$ cat src/source/cache_config.svh
`ifndef CACHE_CONFIG_SVH
`define CACHE_CONFIG_SVH

// cache geometry, direct mapped
`define CACHE_BLOCKS      8
`define CACHE_WORDS       4
`define CACHE_WORD_BITS   32

// processor word address
`define CACHE_ADDR_BITS   30
`define CACHE_INDEX_BITS  3
`define CACHE_OFFSET_BITS 2

// address bits above index and offset
`define CACHE_TAG_BITS    (`CACHE_ADDR_BITS - `CACHE_INDEX_BITS - `CACHE_OFFSET_BITS)

// one block as seen by memory
`define CACHE_LINE_BITS   (`CACHE_WORDS * `CACHE_WORD_BITS)

// memory is addressed by line
`define CACHE_MEM_ADDR_BITS (`CACHE_ADDR_BITS - `CACHE_OFFSET_BITS)

`endif

$ cat src/source/cache_pkg.sv
package cache_pkg;

    `include "cache_config.svh"

    typedef logic [`CACHE_WORD_BITS-1:0]   word_t;
    typedef logic [`CACHE_LINE_BITS-1:0]   line_t;
    typedef logic [`CACHE_TAG_BITS-1:0]    tag_t;
    typedef logic [`CACHE_INDEX_BITS-1:0]  index_t;
    typedef logic [`CACHE_OFFSET_BITS-1:0] offset_t;

    // overlays the 30-bit processor word address
    typedef struct packed {
        tag_t    tag;
        index_t  index;
        offset_t offset;
    } proc_addr_t;

    // everything driven toward memory
    typedef struct packed {
        logic                            read;
        logic                            write;
        logic [`CACHE_MEM_ADDR_BITS-1:0] addr;
        line_t                           wdata;
    } mem_req_t;

    typedef enum logic [1:0] {
        LOOKUP,
        WRITEBACK,
        REFILL
    } cache_state_e;

endpackage

$ cat src/source/cache_tag_store.sv
`timescale 1ns/1ps

`include "cache_config.svh"

module cache_tag_store
    import cache_pkg::*;
(
    input  logic       clk,
    input  logic       proc_reset,
    input  proc_addr_t addr,
    input  logic       word_write_en,
    input  logic       refill_en,
    output logic       hit,
    output logic       victim_dirty,
    output tag_t       victim_tag
);

    logic [`CACHE_BLOCKS-1:0] valid_bits;
    logic [`CACHE_BLOCKS-1:0] dirty_bits;
    tag_t                     tag_mem [`CACHE_BLOCKS];

    // indexed entry
    logic entry_valid;
    tag_t entry_tag;

    assign entry_valid = valid_bits[addr.index];
    assign entry_tag   = tag_mem[addr.index];

    assign hit          = entry_valid && (entry_tag == addr.tag);
    assign victim_dirty = dirty_bits[addr.index];
    assign victim_tag   = entry_tag;

    // valid and dirty flags
    always_ff @(posedge clk) begin
        if (proc_reset) begin
            valid_bits <= '0;
            dirty_bits <= '0;
        end else if (refill_en) begin
            valid_bits[addr.index] <= 1'b1;
            dirty_bits[addr.index] <= 1'b0;
        end else if (word_write_en) begin
            dirty_bits[addr.index] <= 1'b1;
        end
    end

    // tag only changes when a new block arrives
    always_ff @(posedge clk) begin
        if (refill_en) begin
            tag_mem[addr.index] <= addr.tag;
        end
    end

endmodule

$ cat src/source/cache_data_store.sv
`timescale 1ns/1ps

`include "cache_config.svh"

module cache_data_store
    import cache_pkg::*;
(
    input  logic       clk,
    input  proc_addr_t addr,
    input  word_t      wdata,
    input  logic       word_write_en,
    input  logic       refill_en,
    input  line_t      refill_line,
    output word_t      rdata,
    output line_t      victim_line
);

    line_t data_mem [`CACHE_BLOCKS];

    line_t indexed_line;

    assign indexed_line = data_mem[addr.index];

    // word select within the indexed block
    assign rdata = indexed_line[addr.offset * `CACHE_WORD_BITS +: `CACHE_WORD_BITS];

    // whole block goes out on a write-back
    assign victim_line = indexed_line;

    always_ff @(posedge clk) begin
        if (refill_en) begin
            data_mem[addr.index] <= refill_line;
        end else if (word_write_en) begin
            data_mem[addr.index][addr.offset * `CACHE_WORD_BITS +: `CACHE_WORD_BITS] <= wdata;
        end
    end

endmodule

$ cat src/source/cache_ctrl.sv
`timescale 1ns/1ps

module cache_ctrl
    import cache_pkg::*;
(
    input  logic       clk,
    input  logic       proc_reset,
    input  logic       read,
    input  logic       write,
    input  proc_addr_t addr,
    input  logic       hit,
    input  logic       victim_dirty,
    input  tag_t       victim_tag,
    input  line_t      victim_line,
    input  logic       mem_ready,
    output logic       stall,
    output logic       word_write_en,
    output logic       refill_en,
    output mem_req_t   mem_req
);

    cache_state_e state_q;
    cache_state_e state_d;

    logic request;
    logic miss;

    assign request = read || write;
    assign miss    = request && !hit;

    always_comb begin
        state_d = state_q;
        case (state_q)
            LOOKUP: begin
                if (miss) begin
                    state_d = victim_dirty ? WRITEBACK : REFILL;
                end
            end
            WRITEBACK: begin
                if (mem_ready) begin
                    state_d = REFILL;
                end
            end
            REFILL: begin
                if (mem_ready) begin
                    state_d = LOOKUP;
                end
            end
            default: state_d = LOOKUP;
        endcase
    end

    always_ff @(posedge clk) begin
        if (proc_reset) begin
            state_q <= LOOKUP;
        end else begin
            state_q <= state_d;
        end
    end

    // stall rises in the miss cycle itself
    assign stall = (state_q != LOOKUP) || miss;

    assign word_write_en = (state_q == LOOKUP) && write && hit;
    assign refill_en     = (state_q == REFILL) && mem_ready;

    always_comb begin
        mem_req.read  = (state_q == REFILL);
        mem_req.write = (state_q == WRITEBACK);
        // victim line address while writing back
        if (state_q == WRITEBACK) begin
            mem_req.addr = {victim_tag, addr.index};
        end else begin
            mem_req.addr = {addr.tag, addr.index};
        end
        mem_req.wdata = victim_line;
    end

endmodule

$ cat src/source/cache_top.sv
`timescale 1ns/1ps

`include "cache_config.svh"

module cache_top
    import cache_pkg::*;
(
    input  logic                            clk,
    input  logic                            proc_reset,
    input  logic                            proc_read,
    input  logic                            proc_write,
    input  logic [`CACHE_ADDR_BITS-1:0]     proc_addr,
    input  word_t                           proc_wdata,
    output word_t                           proc_rdata,
    output logic                            proc_stall,
    output logic                            mem_read,
    output logic                            mem_write,
    output logic [`CACHE_MEM_ADDR_BITS-1:0] mem_addr,
    output line_t                           mem_wdata,
    input  line_t                           mem_rdata,
    input  logic                            mem_ready
);

    proc_addr_t addr;
    mem_req_t   mem_req;

    logic  hit;
    logic  victim_dirty;
    tag_t  victim_tag;
    line_t victim_line;
    logic  word_write_en;
    logic  refill_en;

    assign addr = proc_addr_t'(proc_addr);

    cache_tag_store u_tag_store (
        .clk          (clk),
        .proc_reset   (proc_reset),
        .addr         (addr),
        .word_write_en(word_write_en),
        .refill_en    (refill_en),
        .hit          (hit),
        .victim_dirty (victim_dirty),
        .victim_tag   (victim_tag)
    );

    // refill line taken straight from memory
    cache_data_store u_data_store (
        .clk          (clk),
        .addr         (addr),
        .wdata        (proc_wdata),
        .word_write_en(word_write_en),
        .refill_en    (refill_en),
        .refill_line  (mem_rdata),
        .rdata        (proc_rdata),
        .victim_line  (victim_line)
    );

    cache_ctrl u_ctrl (
        .clk          (clk),
        .proc_reset   (proc_reset),
        .read         (proc_read),
        .write        (proc_write),
        .addr         (addr),
        .hit          (hit),
        .victim_dirty (victim_dirty),
        .victim_tag   (victim_tag),
        .victim_line  (victim_line),
        .mem_ready    (mem_ready),
        .stall        (proc_stall),
        .word_write_en(word_write_en),
        .refill_en    (refill_en),
        .mem_req      (mem_req)
    );

    assign mem_read  = mem_req.read;
    assign mem_write = mem_req.write;
    assign mem_addr  = mem_req.addr;
    assign mem_wdata = mem_req.wdata;

endmodule

$ cat config.mk
export PLATFORM = sky130hd
export DESIGN_NAME = cache_top
export DESIGN_NICKNAME = d
export VERILOG_FILES = /design/src/source/cache_pkg.sv /design/src/source/cache_tag_store.sv /design/src/source/cache_data_store.sv /design/src/source/cache_ctrl.sv /design/src/source/cache_top.sv
export VERILOG_INCLUDE_DIRS = /design/src /design/src/source
export SDC_FILE = /design/constraint.sdc
export NUM_CORES = 1
export LEC_CHECK = 0
export ABC_AREA = 0
export BUFFER_PORTS_ARGS = -buffer_cell sky130_fd_sc_hd__buf_2
export CAP_MARGIN = 20
export CORE_MARGIN = 1.5
export CORE_UTILIZATION = 38
export CTS_CLUSTER_SIZE = 25
export DETAILED_ROUTE_END_ITERATION = 8
export GPL_TIMING_DRIVEN = 1
export SLEW_MARGIN = 5
export SYNTH_ARGS = -nofsm -noshare
export SYNTH_HDL_FRONTEND = slang
export SYNTH_SLANG_ARGS = --single-unit
$ cat constraint.sdc
create_clock -name clk -period 11.5 [get_ports clk]
set_input_delay 3.45 -clock clk [delete_from_list [all_inputs] [get_ports clk]]
set_output_delay 3.45 -clock clk [all_outputs]
set_load 0.01 [all_outputs]
Word-level counts from Yosys, hierarchy flattened

Memory sizes are Yosys's and may differ from the RTL's.
Cells that the tools add are included.

Bits in registers: 18
Memory bits (writable): 1224
Input port bits: 195
Output and inout port bits: 191
Word-level logic and storage cells: 309
Memories: 2

$add $sub $neg: 1
Order comparisons: 2
Equal/unequal tests: 6
Shift-type cells: 3
Mux-type cells: 147
Bitwise logic cells: 132
Reduce and logical (&&, ||, !) cells: 13

Memory list:

| memory                | words | width | rd ports | clocked after Yosys merged registers in | write ports | RTL line               | RTL |
|---|---|---|---|---|---|---|---|
| u_data_store.data_mem | 8     | 128   | 1        | 0                                       | 1           | cache_data_store.sv:18 | `` line_t data_mem [`CACHE_BLOCKS]; `` |
| u_tag_store.tag_mem   | 8     | 25    | 1        | 0                                       | 1           | cache_tag_store.sv:20  | `` tag_t tag_mem [`CACHE_BLOCKS]; `` |

Operator list:

| operator                    | number |
|---|---|
| $mux W1                     | 135 |
| $mux W128                   | 1 |
| $or A1 B1 Y1                | 128 |
| $shift A32 B34 Y128 const A | 1 |
| $shiftx A128 B8 Y32         | 1 |
| $shiftx A32 B34 Y128        | 1 |
| $neg A7 Y34                 | 1 |
| $mux W28                    | 1 |
| $eq A25 B25 Y1              | 1 |
| $mux W8                     | 2 |
| $or A8 B8 Y8                | 2 |
| $and A8 B8 Y8               | 1 |
| $mux W2                     | 4 |
| $not A8 Y8                  | 1 |
| $bmux W1 S3                 | 2 |
| $logic_and A1 B1 Y1         | 6 |
| $ne A2 B1 Y1 const B        | 3 |
| $pmux W2 S3                 | 1 |
| $lt A3 B4 Y1 const B        | 1 |
| $reduce_bool A2 Y1          | 2 |
| $demux W1 S3                | 1 |
| $ge A3 B1 Y1 const B        | 1 |
| $reduce_and A3 Y1           | 1 |
| $eq A2 B1 Y1 const B        | 1 |
| other kinds (4)             | 5 |

Longest topological paths before layout

Gate-level depths: netlist of run 1.

Depth after elaboration: 8
Gate-level depth with buffers: 13
Gate-level depth less buffers: 8

Cells and area by module

Synthesis of run 1 repeated with hierarchy kept, for this count alone.

Cell total of the unflattened synthesis: 3022
Area, all modules: 51105.3 um2

Modules (own cells, without submodules):

| module           | times used | cells each | area each (um2) | sequential area each (um2) |
|---|---|---|---|---|
| cache_data_store | 1          | 2354       | 40950.5         | 30749.5 |
| cache_tag_store  | 1          | 494        | 8642.0          | 6326.1 |
| cache_ctrl       | 1          | 174        | 1512.7          | 40.0 |

Worst setup path before layout of run 1

No wires, ideal clock.

Path type: input-to-output
From: in proc_addr[2]
To: out proc_rdata[22]
Data arrival time: 6.206 ns
Data required time: 8.050 ns
Slack: 1.844 ns
Stages: 11
Path buffers: 6
Cells stage by stage: buf_6 buf_4 buf_2 clkbuf_1 buf_2 buf_1 mux2i_1 o21ai_0 a222oi_1 o21ai_0 mux4_2

Longest elaborated chain between the ends: 2

RTL lines:

| element             | RTL line               | RTL |
|---|---|---|
| start, declared     | cache_top.sv:12        | `` input logic [`CACHE_ADDR_BITS-1:0] proc_addr, `` |
| $mem_v2 Z8 W128     | --                     |  |
| via mem_wdata[86]   | cache_top.sv:19        | `output line_t mem_wdata,` |
| $shiftx A128 B8 Y32 | cache_data_store.sv:25 | `` assign rdata = indexed_line[addr.offset * `CACHE_WORD_BITS +: `CACHE_WORD_BITS]; `` |
| end, declared       | cache_top.sv:14        | `output word_t proc_rdata,` |

The timed path passes the listed nets, and every way through them passes these cells.

Worst setup path after layout of run 1

From: in proc_addr[2]
To: out proc_stall

Longest elaborated chain between the ends: 6
Elaborated cells on any way between the ends: 8
Those cells by class: eq/ne: 1; mux: 2; reduce/logical: 4; memory: 1

RTL lines:

| element                                       | RTL line                                     | RTL |
|---|---|---|
| $mem_v2 Z8 W25 or $bmux W1 S3 (tied branches) | --                                           |  |
| $eq A25 B25 Y1 or $mux W1 (tied branches)     | cache_tag_store.sv:29, cache_tag_store.sv:26 |  |
| $logic_and A1 B1 Y1 *                         | cache_tag_store.sv:29                        | `assign hit = entry_valid && (entry_tag == addr.tag);` |
| $logic_not A1 Y1 *                            | cache_ctrl.sv:29                             | `assign miss = request && !hit;` |
| $logic_and A1 B1 Y1 *                         | cache_ctrl.sv:29                             |  |
| $logic_or A1 B1 Y1 *                          | cache_ctrl.sv:62                             | `assign stall = (state_q != LOOKUP) \|\| miss;` |
| end, declared                                 | cache_top.sv:15                              | `output logic proc_stall,` |

Mark *: on every way between the ends. The rest lies on a longest branch, timed or not. The select of a mux whose other input is x is not followed.

==> results of run 1 <==
routing by layer:
metal / share of wire / vias up / global-route usage
li1: - / 12700 / -
met1: 0.39 / 16100 / 0.353
met2: 0.46 / 2034 / 0.396
met3: 0.12 / 313 / 0.0729
met4: 0.034 / 20 / 0.0869
met5: 0.00078 / - / 0
Yosys cell counts, types with 4 or more instances:
library cell / n / area [um2]
clkbuf_1: 128 / 480
o22ai_1: 22 / 138
nand3_4: 4 / 70.1
and2_1: 4 / 25.0
inv_1: 133 / 499
dfxtp_1: 18 / 360
ha_1: 5 / 62.6
buf_1: 14 / 52.6
nand2b_1: 9 / 56.3
o21a_1: 5 / 37.5
a221oi_1: 84 / 736
nand2_1: 202 / 758
buf_6: 14 / 158
nand4_1: 24 / 150
xor2_1: 7 / 61.3
o221ai_1: 13 / 114
mux4_2: 77 / 1730
a221o_1: 13 / 130
o21ai_0: 52 / 260
a22o_1: 53 / 464
nor3b_1: 4 / 30.0
nand3_1: 63 / 315
buf_2: 27 / 135
o31ai_1: 7 / 52.6
a22oi_1: 231 / 1730
mux2_2: 60 / 676
xnor2_1: 6 / 52.6
mux2i_1: 222 / 2220
nor2_1: 82 / 308
buf_4: 5 / 37.5
a21oi_1: 84 / 420
nor3_1: 19 / 95.1
edfxtp_1: 1224 / 36800
nor2b_1: 13 / 81.3
cells by family (layout without fill, tap and decap cells):
family,count (synthesis),after routing,synth area share
xor gates and xnor gates,13,13,0.00230
buffers and inverters,323,848,0.0277
adders and majority gates,5,5,0.00126
and+or+nand+nor,440,440,0.0407
muxes,362,362,0.0942
AOI/OAI and AO/OA,580,580,0.0851
DFF,1242,1242,0.749
other,0,5,0
where the power goes:
part | total (W) | switching (W) | leakage, nW | internal [W]
Combinational | 0.000796 | 0.000562 | 7.35 | 0.000234
Sequential | 0.00503 | 0.00000986 | 11.2 | 0.00502
Clock | 0.00406 | 0.00177 | 1.98 | 0.00229
per-stage QoR:
stage / total power, W / setup WS, ns / util / hold slack (ns) / instance area, um2
6_report: 0.00989 / 1.23 / 0.451 / 0.473 / 58400
5_1_grt: 0.0101 / 1.02 / 0.451 / 0.504 / 58400
4_1_cts: 0.00990 / 1.22 / 0.450 / 0.474 / 58300
3_5_place_dp: 0.00591 / 1.23 / 0.419 / 0.459 / 54300
3_3_place_gp: 0.00591 / 1.30 / 0.418 / 0.444 / 54200
2_1_floorplan: 0.00548 / 1.84 / - / 0.435 / 49600
critical path, delay by kind of cell:
family,cells,cell delay (ns)
xor+xnor,1,0.21
simple gates,3,0.92
mux,2,0.80
compound gates,1,0.18
buf+inv,3,1.14
cell type report:
| cell class | count | area share |
|---|---|---|
| sequential | 1242 | 0.635 |
| multi-input combinational | 1400 | 0.198 |
| clock buffer | 172 | 0.0607 |
| timing repair buffer | 490 | 0.0510 |
| tap | 1742 | 0.0373 |
| inverter | 134 | 0.00861 |
| clock inverter | 52 | 0.00835 |
| antenna | 5 | 0.000214 |
worst paths after layout:
| kind | startpoint | end | cells past startpoint |
|---|---|---|---|
| worst min register to register | u_tag_store.valid_bits[1]$_SDFFE_PP0P_ | u_tag_store.valid_bits[1]$_SDFFE_PP0P_ | 2 |
| worst min-delay path | u_tag_store.valid_bits[1]$_SDFFE_PP0P_ | u_tag_store.valid_bits[1]$_SDFFE_PP0P_ | 2 |
| worst max register to register | u_tag_store.tag_mem[1][9]$_DFFE_PP_ | u_data_store.data_mem[3][6]$_DFFE_PP_ | 10 |
| worst max-delay path | proc_addr[2] | proc_stall | 10 |
sequential cells by signal, indices dropped and copies added (netlist names), named ones only:
register,cells
u_tag_store.valid_bits,8
u_data_store.data_mem,1024
u_tag_store.tag_mem,200
u_ctrl.state_q,2
==> impl_metrics.csv, run 1 <==
group,metric,value,unit
run_status,status,"finished clean",
routing,via_per_inst,5.95,
sta,setup_viol,0,
clock_tree,cts_hold_buf,0,
global_routing,antenna_found_initial,22,
clock_tree,root_buffer,"clkbuf_16",
logic_synthesis,synthArstFlopShare,0,
sta,skew,0.0366,ns
global_routing,grt_pass1_vias,28900,
logic_synthesis,syn-num-nets,3165,
clock_tree,cts_setup_buffers,0,
global_routing,grt_overflow_total,0,
die,num_rows,132,
clock_tree,insertion_delay,0.75,ns
layout,most-common-layout-cells,"edfxtp_1 (1224), buf_2 (381), a22oi_1 (231)",
power,vdd_drop_max,0.135,mV
min_path,min_path_type,"reg -> reg",
setup_path,worst-path-max-fanout,73,
layout,mostFrequentLayoutCell,"edfxtp_1",
sta,hold_viol,0,
setup_path,start_kind,"input port",
setup_path,critical-path-max-stage-delay,0.58,ns
power,powerDensity,169,nW/um2
die,die_x,364,um
die,initial_utilization,0.383,
placement,gp_congestion,0.835,
clock_tree,cts_max_level,4,
sta,period_share,0.893,
clock_tree,numCtsBuffers,130,
sta,maxSlewViolCount,0,
layout,syn_to_final_growth,17.8,%
clock_tree,cts_resized,0,
logic_synthesis,ys_seq_elements,1242,
sta,finalSetupTns,0,ns
layout,regArea,37100,um2
routing,drcViolationCount,0,
setup_path,path_class,"in -> out",
die,die_area,133000,um2
clock_tree,clock-sinks,1242,
placement,dp.cells,5003,
global_routing,grt_max_degree,74,
clock_tree,clk_pin_slew_worst_paths,0.06,ns
logic_synthesis,synthCells,2965,
layout,multi_input_area,11600,um2
logic_synthesis,ys_seq_area_frac,0.749,
routing,drtIter0Drc,4545,
setup_path,worstPathArrival,6.82,ns
layout,final_net_count,3598,
sta,worst_pin_slew,1.22,ns
global_routing,grt_pass1_wl,236000,um
die,coreArea,129000,um2
sta,fmax,97.4,MHz
routing,wl_per_cell,33.3,um
sta,rsz0062_at_grt,"no",
logic_synthesis,avgSynthCellArea,16.7,um2
setup_path,cp_slowest_cell,"or4_1",
placement,place_hpwl,111000,um
routing,ant_nets,0,
routing,wl,174000,um
placement,portBuffers,385,
sta,slew_headroom,0.165,
setup_path,path_cells,"buf_8 > buf_4 > mux4_2 > mux2i_1 > xor2_1 > nand3_1 > or4_1 > nor4_4 > o21ai_0 > buf_2",
setup_path,cp.required,8.05,ns
logic_synthesis,yosys_warnings,0,
logic_synthesis,synth_cell_types,56,
layout,final_cell_count_no_fill,5237,
routing,dr.pass1.iters,6,
layout,layout-drive-gt1-share,0.248,
logic_synthesis,synthFlopType,"edfxtp_1",
die,fp.dieH,364,um
clock_tree,cts.path.max_buffers,3,
setup_path,r2r_slack,6.10,ns
layout,fillers,11500,
routing,vias,31100,
setup_path,end_kind,"primary output",
logic_synthesis,syn_area,49600,um2
logic_synthesis,synth-edff-count,1224,
sta,min_period,10.27,ns
flow_run,cap_viol_max_count,0,
global_routing,track_usage,0.258,
clock_tree,cts_tree,"built",
die,io_pins,386,
power,power.leakage,20.5,nW
Power figures use the tool's default switching activity.
==> inputs of run 2 (changes only) <==
--- a/config.mk
+++ b/config.mk
@@ -6,7 +6,8 @@
 export SDC_FILE = /design/constraint.sdc
 export NUM_CORES = 1
 export LEC_CHECK = 0
-export ABC_AREA = 0
+export ABC_AREA = 1
+export ABC_CLOCK_PERIOD_IN_PS = 11500
 export BUFFER_PORTS_ARGS = -buffer_cell sky130_fd_sc_hd__buf_2
 export CAP_MARGIN = 20
 export CORE_MARGIN = 1.5
@@ -14,6 +15,7 @@
 export CTS_CLUSTER_SIZE = 25
 export DETAILED_ROUTE_END_ITERATION = 8
 export GPL_TIMING_DRIVEN = 1
+export PLACE_DENSITY = 0.56
 export SLEW_MARGIN = 5
 export SYNTH_ARGS = -nofsm -noshare
 export SYNTH_HDL_FRONTEND = slang
==> run 2 against run 1 <==
- register-to-register slack better by 0.30 ns
- flip-flop and latch count did not move
- worst hold slack got worse by 0.013 ns
- clock-buffer cell count shrank 9
- synthesized cell count is 33% higher
- via count increased by 16%
- first-iteration DRC count increased by 14%
- cell count up 19%
- largest cell class unchanged
==> impl_metrics.csv, run 2 <==
group,metric,value,unit
run_status,status,"finished clean",
sta,maxSlewViolCount,0,
clock_tree,root_buffer,"clkbuf_16",
logic_synthesis,avgSynthCellArea,12.7,um2
setup_path,crit_top_cell,"buf_2",
power,power.leakage,21.6,nW
die,die_x,367,um
clock_tree,cts_tree,"built",
logic_synthesis,synth_cell_types,39,
setup_path,critical-path-max-stage-delay,0.78,ns
logic_synthesis,synth_area_leaders,"edfxtp_1 (73%), nand2_1 (7.0%), a22oi_1 (2.2%)",
clock_tree,insertion_delay,0.78,ns
setup_path,r2r_slack,6.40,ns
setup_path,cp.required,8.05,ns
clock_tree,numCtsBuffers,132,
setup_path,worst-path-max-fanout,62,
placement,place_hpwl,128000,um
layout,final_net_count,4577,
min_path,min_path_type,"reg -> reg",
logic_synthesis,ys_seq_elements,1242,
sta,setup_viol,0,
logic_synthesis,synthCells,3957,
global_routing,track_usage,0.275,
sta,min_period,10.53,ns
layout,top_regs,"u_data_store.data_mem x1024, u_tag_store.tag_mem x200, u_tag_store.valid_bits x8",
flow_run,cap_viol_max_count,0,
clock_tree,cts_max_level,4,
routing,ant_nets,0,
logic_synthesis,synth_top_cell_by_area,"edfxtp_1",
die,die_area,135000,um2
sta,period_share,0.916,
logic_synthesis,yosys_warnings,0,
layout,mostFrequentLayoutCell,"edfxtp_1",
sta,slew_headroom,0.219,
clock_tree,cts.path.max_buffers,3,
logic_synthesis,netlist.area_leader.share,0.729,
power,powerDensity,169,nW/um2
routing,dr.pass1.iters,6,
clock_tree,cts_setup_buffers,0,
sta,skew,0.0304,ns
routing,wl,190000,um
sta,worst_pin_slew,1.17,ns
layout,most-common-layout-cells,"edfxtp_1 (1224), nand2_1 (936), buf_2 (383)",
setup_path,worstPathArrival,7.08,ns
setup_path,cp_slowest_cell,"o22ai_1",
logic_synthesis,synthFlopType,"edfxtp_1",
global_routing,grt_overflow_total,0,
sta,finalSetupTns,0,ns
die,coreArea,132000,um2
global_routing,grt_max_degree,76,
logic_synthesis,syn-num-nets,4157,
layout,syn_to_final_growth,18.1,%
layout,regMostFlops,"u_data_store.data_mem",
sta,whs,0.460,ns
placement,gp_congestion,0.965,
routing,drtIter0Drc,5176,
setup_path,path_cells,"buf_2 > nand2_2 > inv_2 > nand2_1 > buf_4 > inv_6 > a22oi_1 > nand3_1 > o21ai_0 > o22ai_1 > buf_2",
placement,portBuffers,385,
global_routing,grt_pass1_wl,261000,um
clock_tree,clk_pin_slew_worst_paths,0.06,ns
logic_synthesis,syn_area,50400,um2
clock_tree,cts_resized,0,
sta,rsz0062_at_grt,"no",
routing,drcViolationCount,0,
routing,wl_per_cell,30.4,um
global_routing,antenna_found_initial,14,
layout,layout-drive-gt1-share,0.176,
setup_path,path_class,"in -> out",
die,num_rows,133,
routing,via_per_inst,5.79,
routing,vias,36200,
logic_synthesis,synth_most_common_cell,"edfxtp_1",
die,fp.dieH,367,um
layout,largest_register_ff_count,1024,
logic_synthesis,synth-edff-count,1224,
layout,fillers,12000,
setup_path,start_kind,"input port",
logic_synthesis,synthTopCellsByCount,"edfxtp_1 (1224), nand2_1 (937), inv_1 (261), nor2_1 (207), nand4_1 (172)",
sta,fmax,94.9,MHz
global_routing,grt_pass1_vias,33000,
power,vdd_drop_max,0.140,mV
sta,hold_viol,0,
logic_synthesis,synthArstFlopShare,0,
die,initial_utilization,0.383,
clock_tree,clock-sinks,1242,
logic_synthesis,ys_seq_area_frac,0.736,
setup_path,end_kind,"primary output",
clock_tree,cts_hold_buf,0,
die,io_pins,386,
-- run 2: cell types whose count changed after synthesis, moves of 28 or more --
cell / delta
a221oi_1: +30
a22o_1: +47
a22oi_1: -82
clkbuf_1: +28
inv_1: +128
mux2_2: -60
mux2i_1: -222
mux4_2: -77
nand2_1: +735
nand3_1: +62
nand4_1: +148
nor2_1: +125
nor3_1: +58
o21ai_0: +61
-- run 2: through the flow --
step	instances	setup slack (ns)	cell area, um2	power [W]	util
2_1_floorplan	3957	2.62	50400	0.00551	-
6_report	6245	0.968	59500	0.0101	0.452
3_5_place_dp	5996	1.12	55300	0.00599	0.420
3_3_place_gp	5989	1.17	55200	0.00598	0.419
4_1_cts	6233	1.11	59500	0.0101	0.452
5_1_grt	6235	0.907	59500	0.0103	0.452
-- run 2: final cells by class --
type,instances,area (um2),share of cell area
Clock inverter,74,707,0.0119
Clock buffer,163,3480,0.0585
Inverter,274,1070,0.0180
Sequential cell,1242,37100,0.623
Timing Repair Buffer,522,3230,0.0543
Multi-Input combinational cell,2205,11700,0.197
Tap cell,1755,2200,0.0369
Antenna cell,10,25.0,0.000420
-- run 2: where the power goes --
group | leakage (nW) | internal, W | switching, W
Sequential | 11.2 | 0.00503 | 0.0000104
Clock | 2.03 | 0.00235 | 0.00181
Combinational | 8.34 | 0.000211 | 0.000664
Total | 21.6 | 0.00759 | 0.00248
-- run 2: final timing paths --
kind / startpoint / cells past startpoint / end
worst max-delay path: proc_addr[3] / 11 / proc_rdata[31]
worst min-delay path: u_tag_store.valid_bits[0]$_SDFFE_PP0P_ / 2 / u_tag_store.valid_bits[0]$_SDFFE_PP0P_
worst max register to register: u_tag_store.tag_mem[0][16]$_DFFE_PP_ / 15 / u_data_store.data_mem[6][84]$_DFFE_PP_
worst min register to register: u_tag_store.valid_bits[0]$_SDFFE_PP0P_ / 2 / u_tag_store.valid_bits[0]$_SDFFE_PP0P_
-- run 2: worst max-delay path: cells and delay by family --
family / cells / cell delay (ns)
simple gates: 3 / 0.59
buf+inv: 5 / 1.67
compound gates: 3 / 1.28
-- run 2: logic make-up (layout without fill, tap and decap cells) --
logic type                 after synthesis  count (layout)  share of synthesized area
AOI/OAI and AO/OA                      628             628                     0.0876
and+or+nand+nor                       1571            1571                      0.134
other                                    0              10                          0
xor gates and xnor gates                 1               1                   0.000174
adders and majority gates                5               5                    0.00124
buffers and inverters                  510            1033                     0.0405
DFF                                   1242            1242                      0.736
-- run 2: metal layers --
metal / GRT usage / wire, um / share of wire
met5: 0 / 184 / 0.00097
met4: 0.107 / 7450 / 0.039
met3: 0.0714 / 21900 / 0.12
met2: 0.418 / 85200 / 0.45
met1: 0.378 / 75300 / 0.40
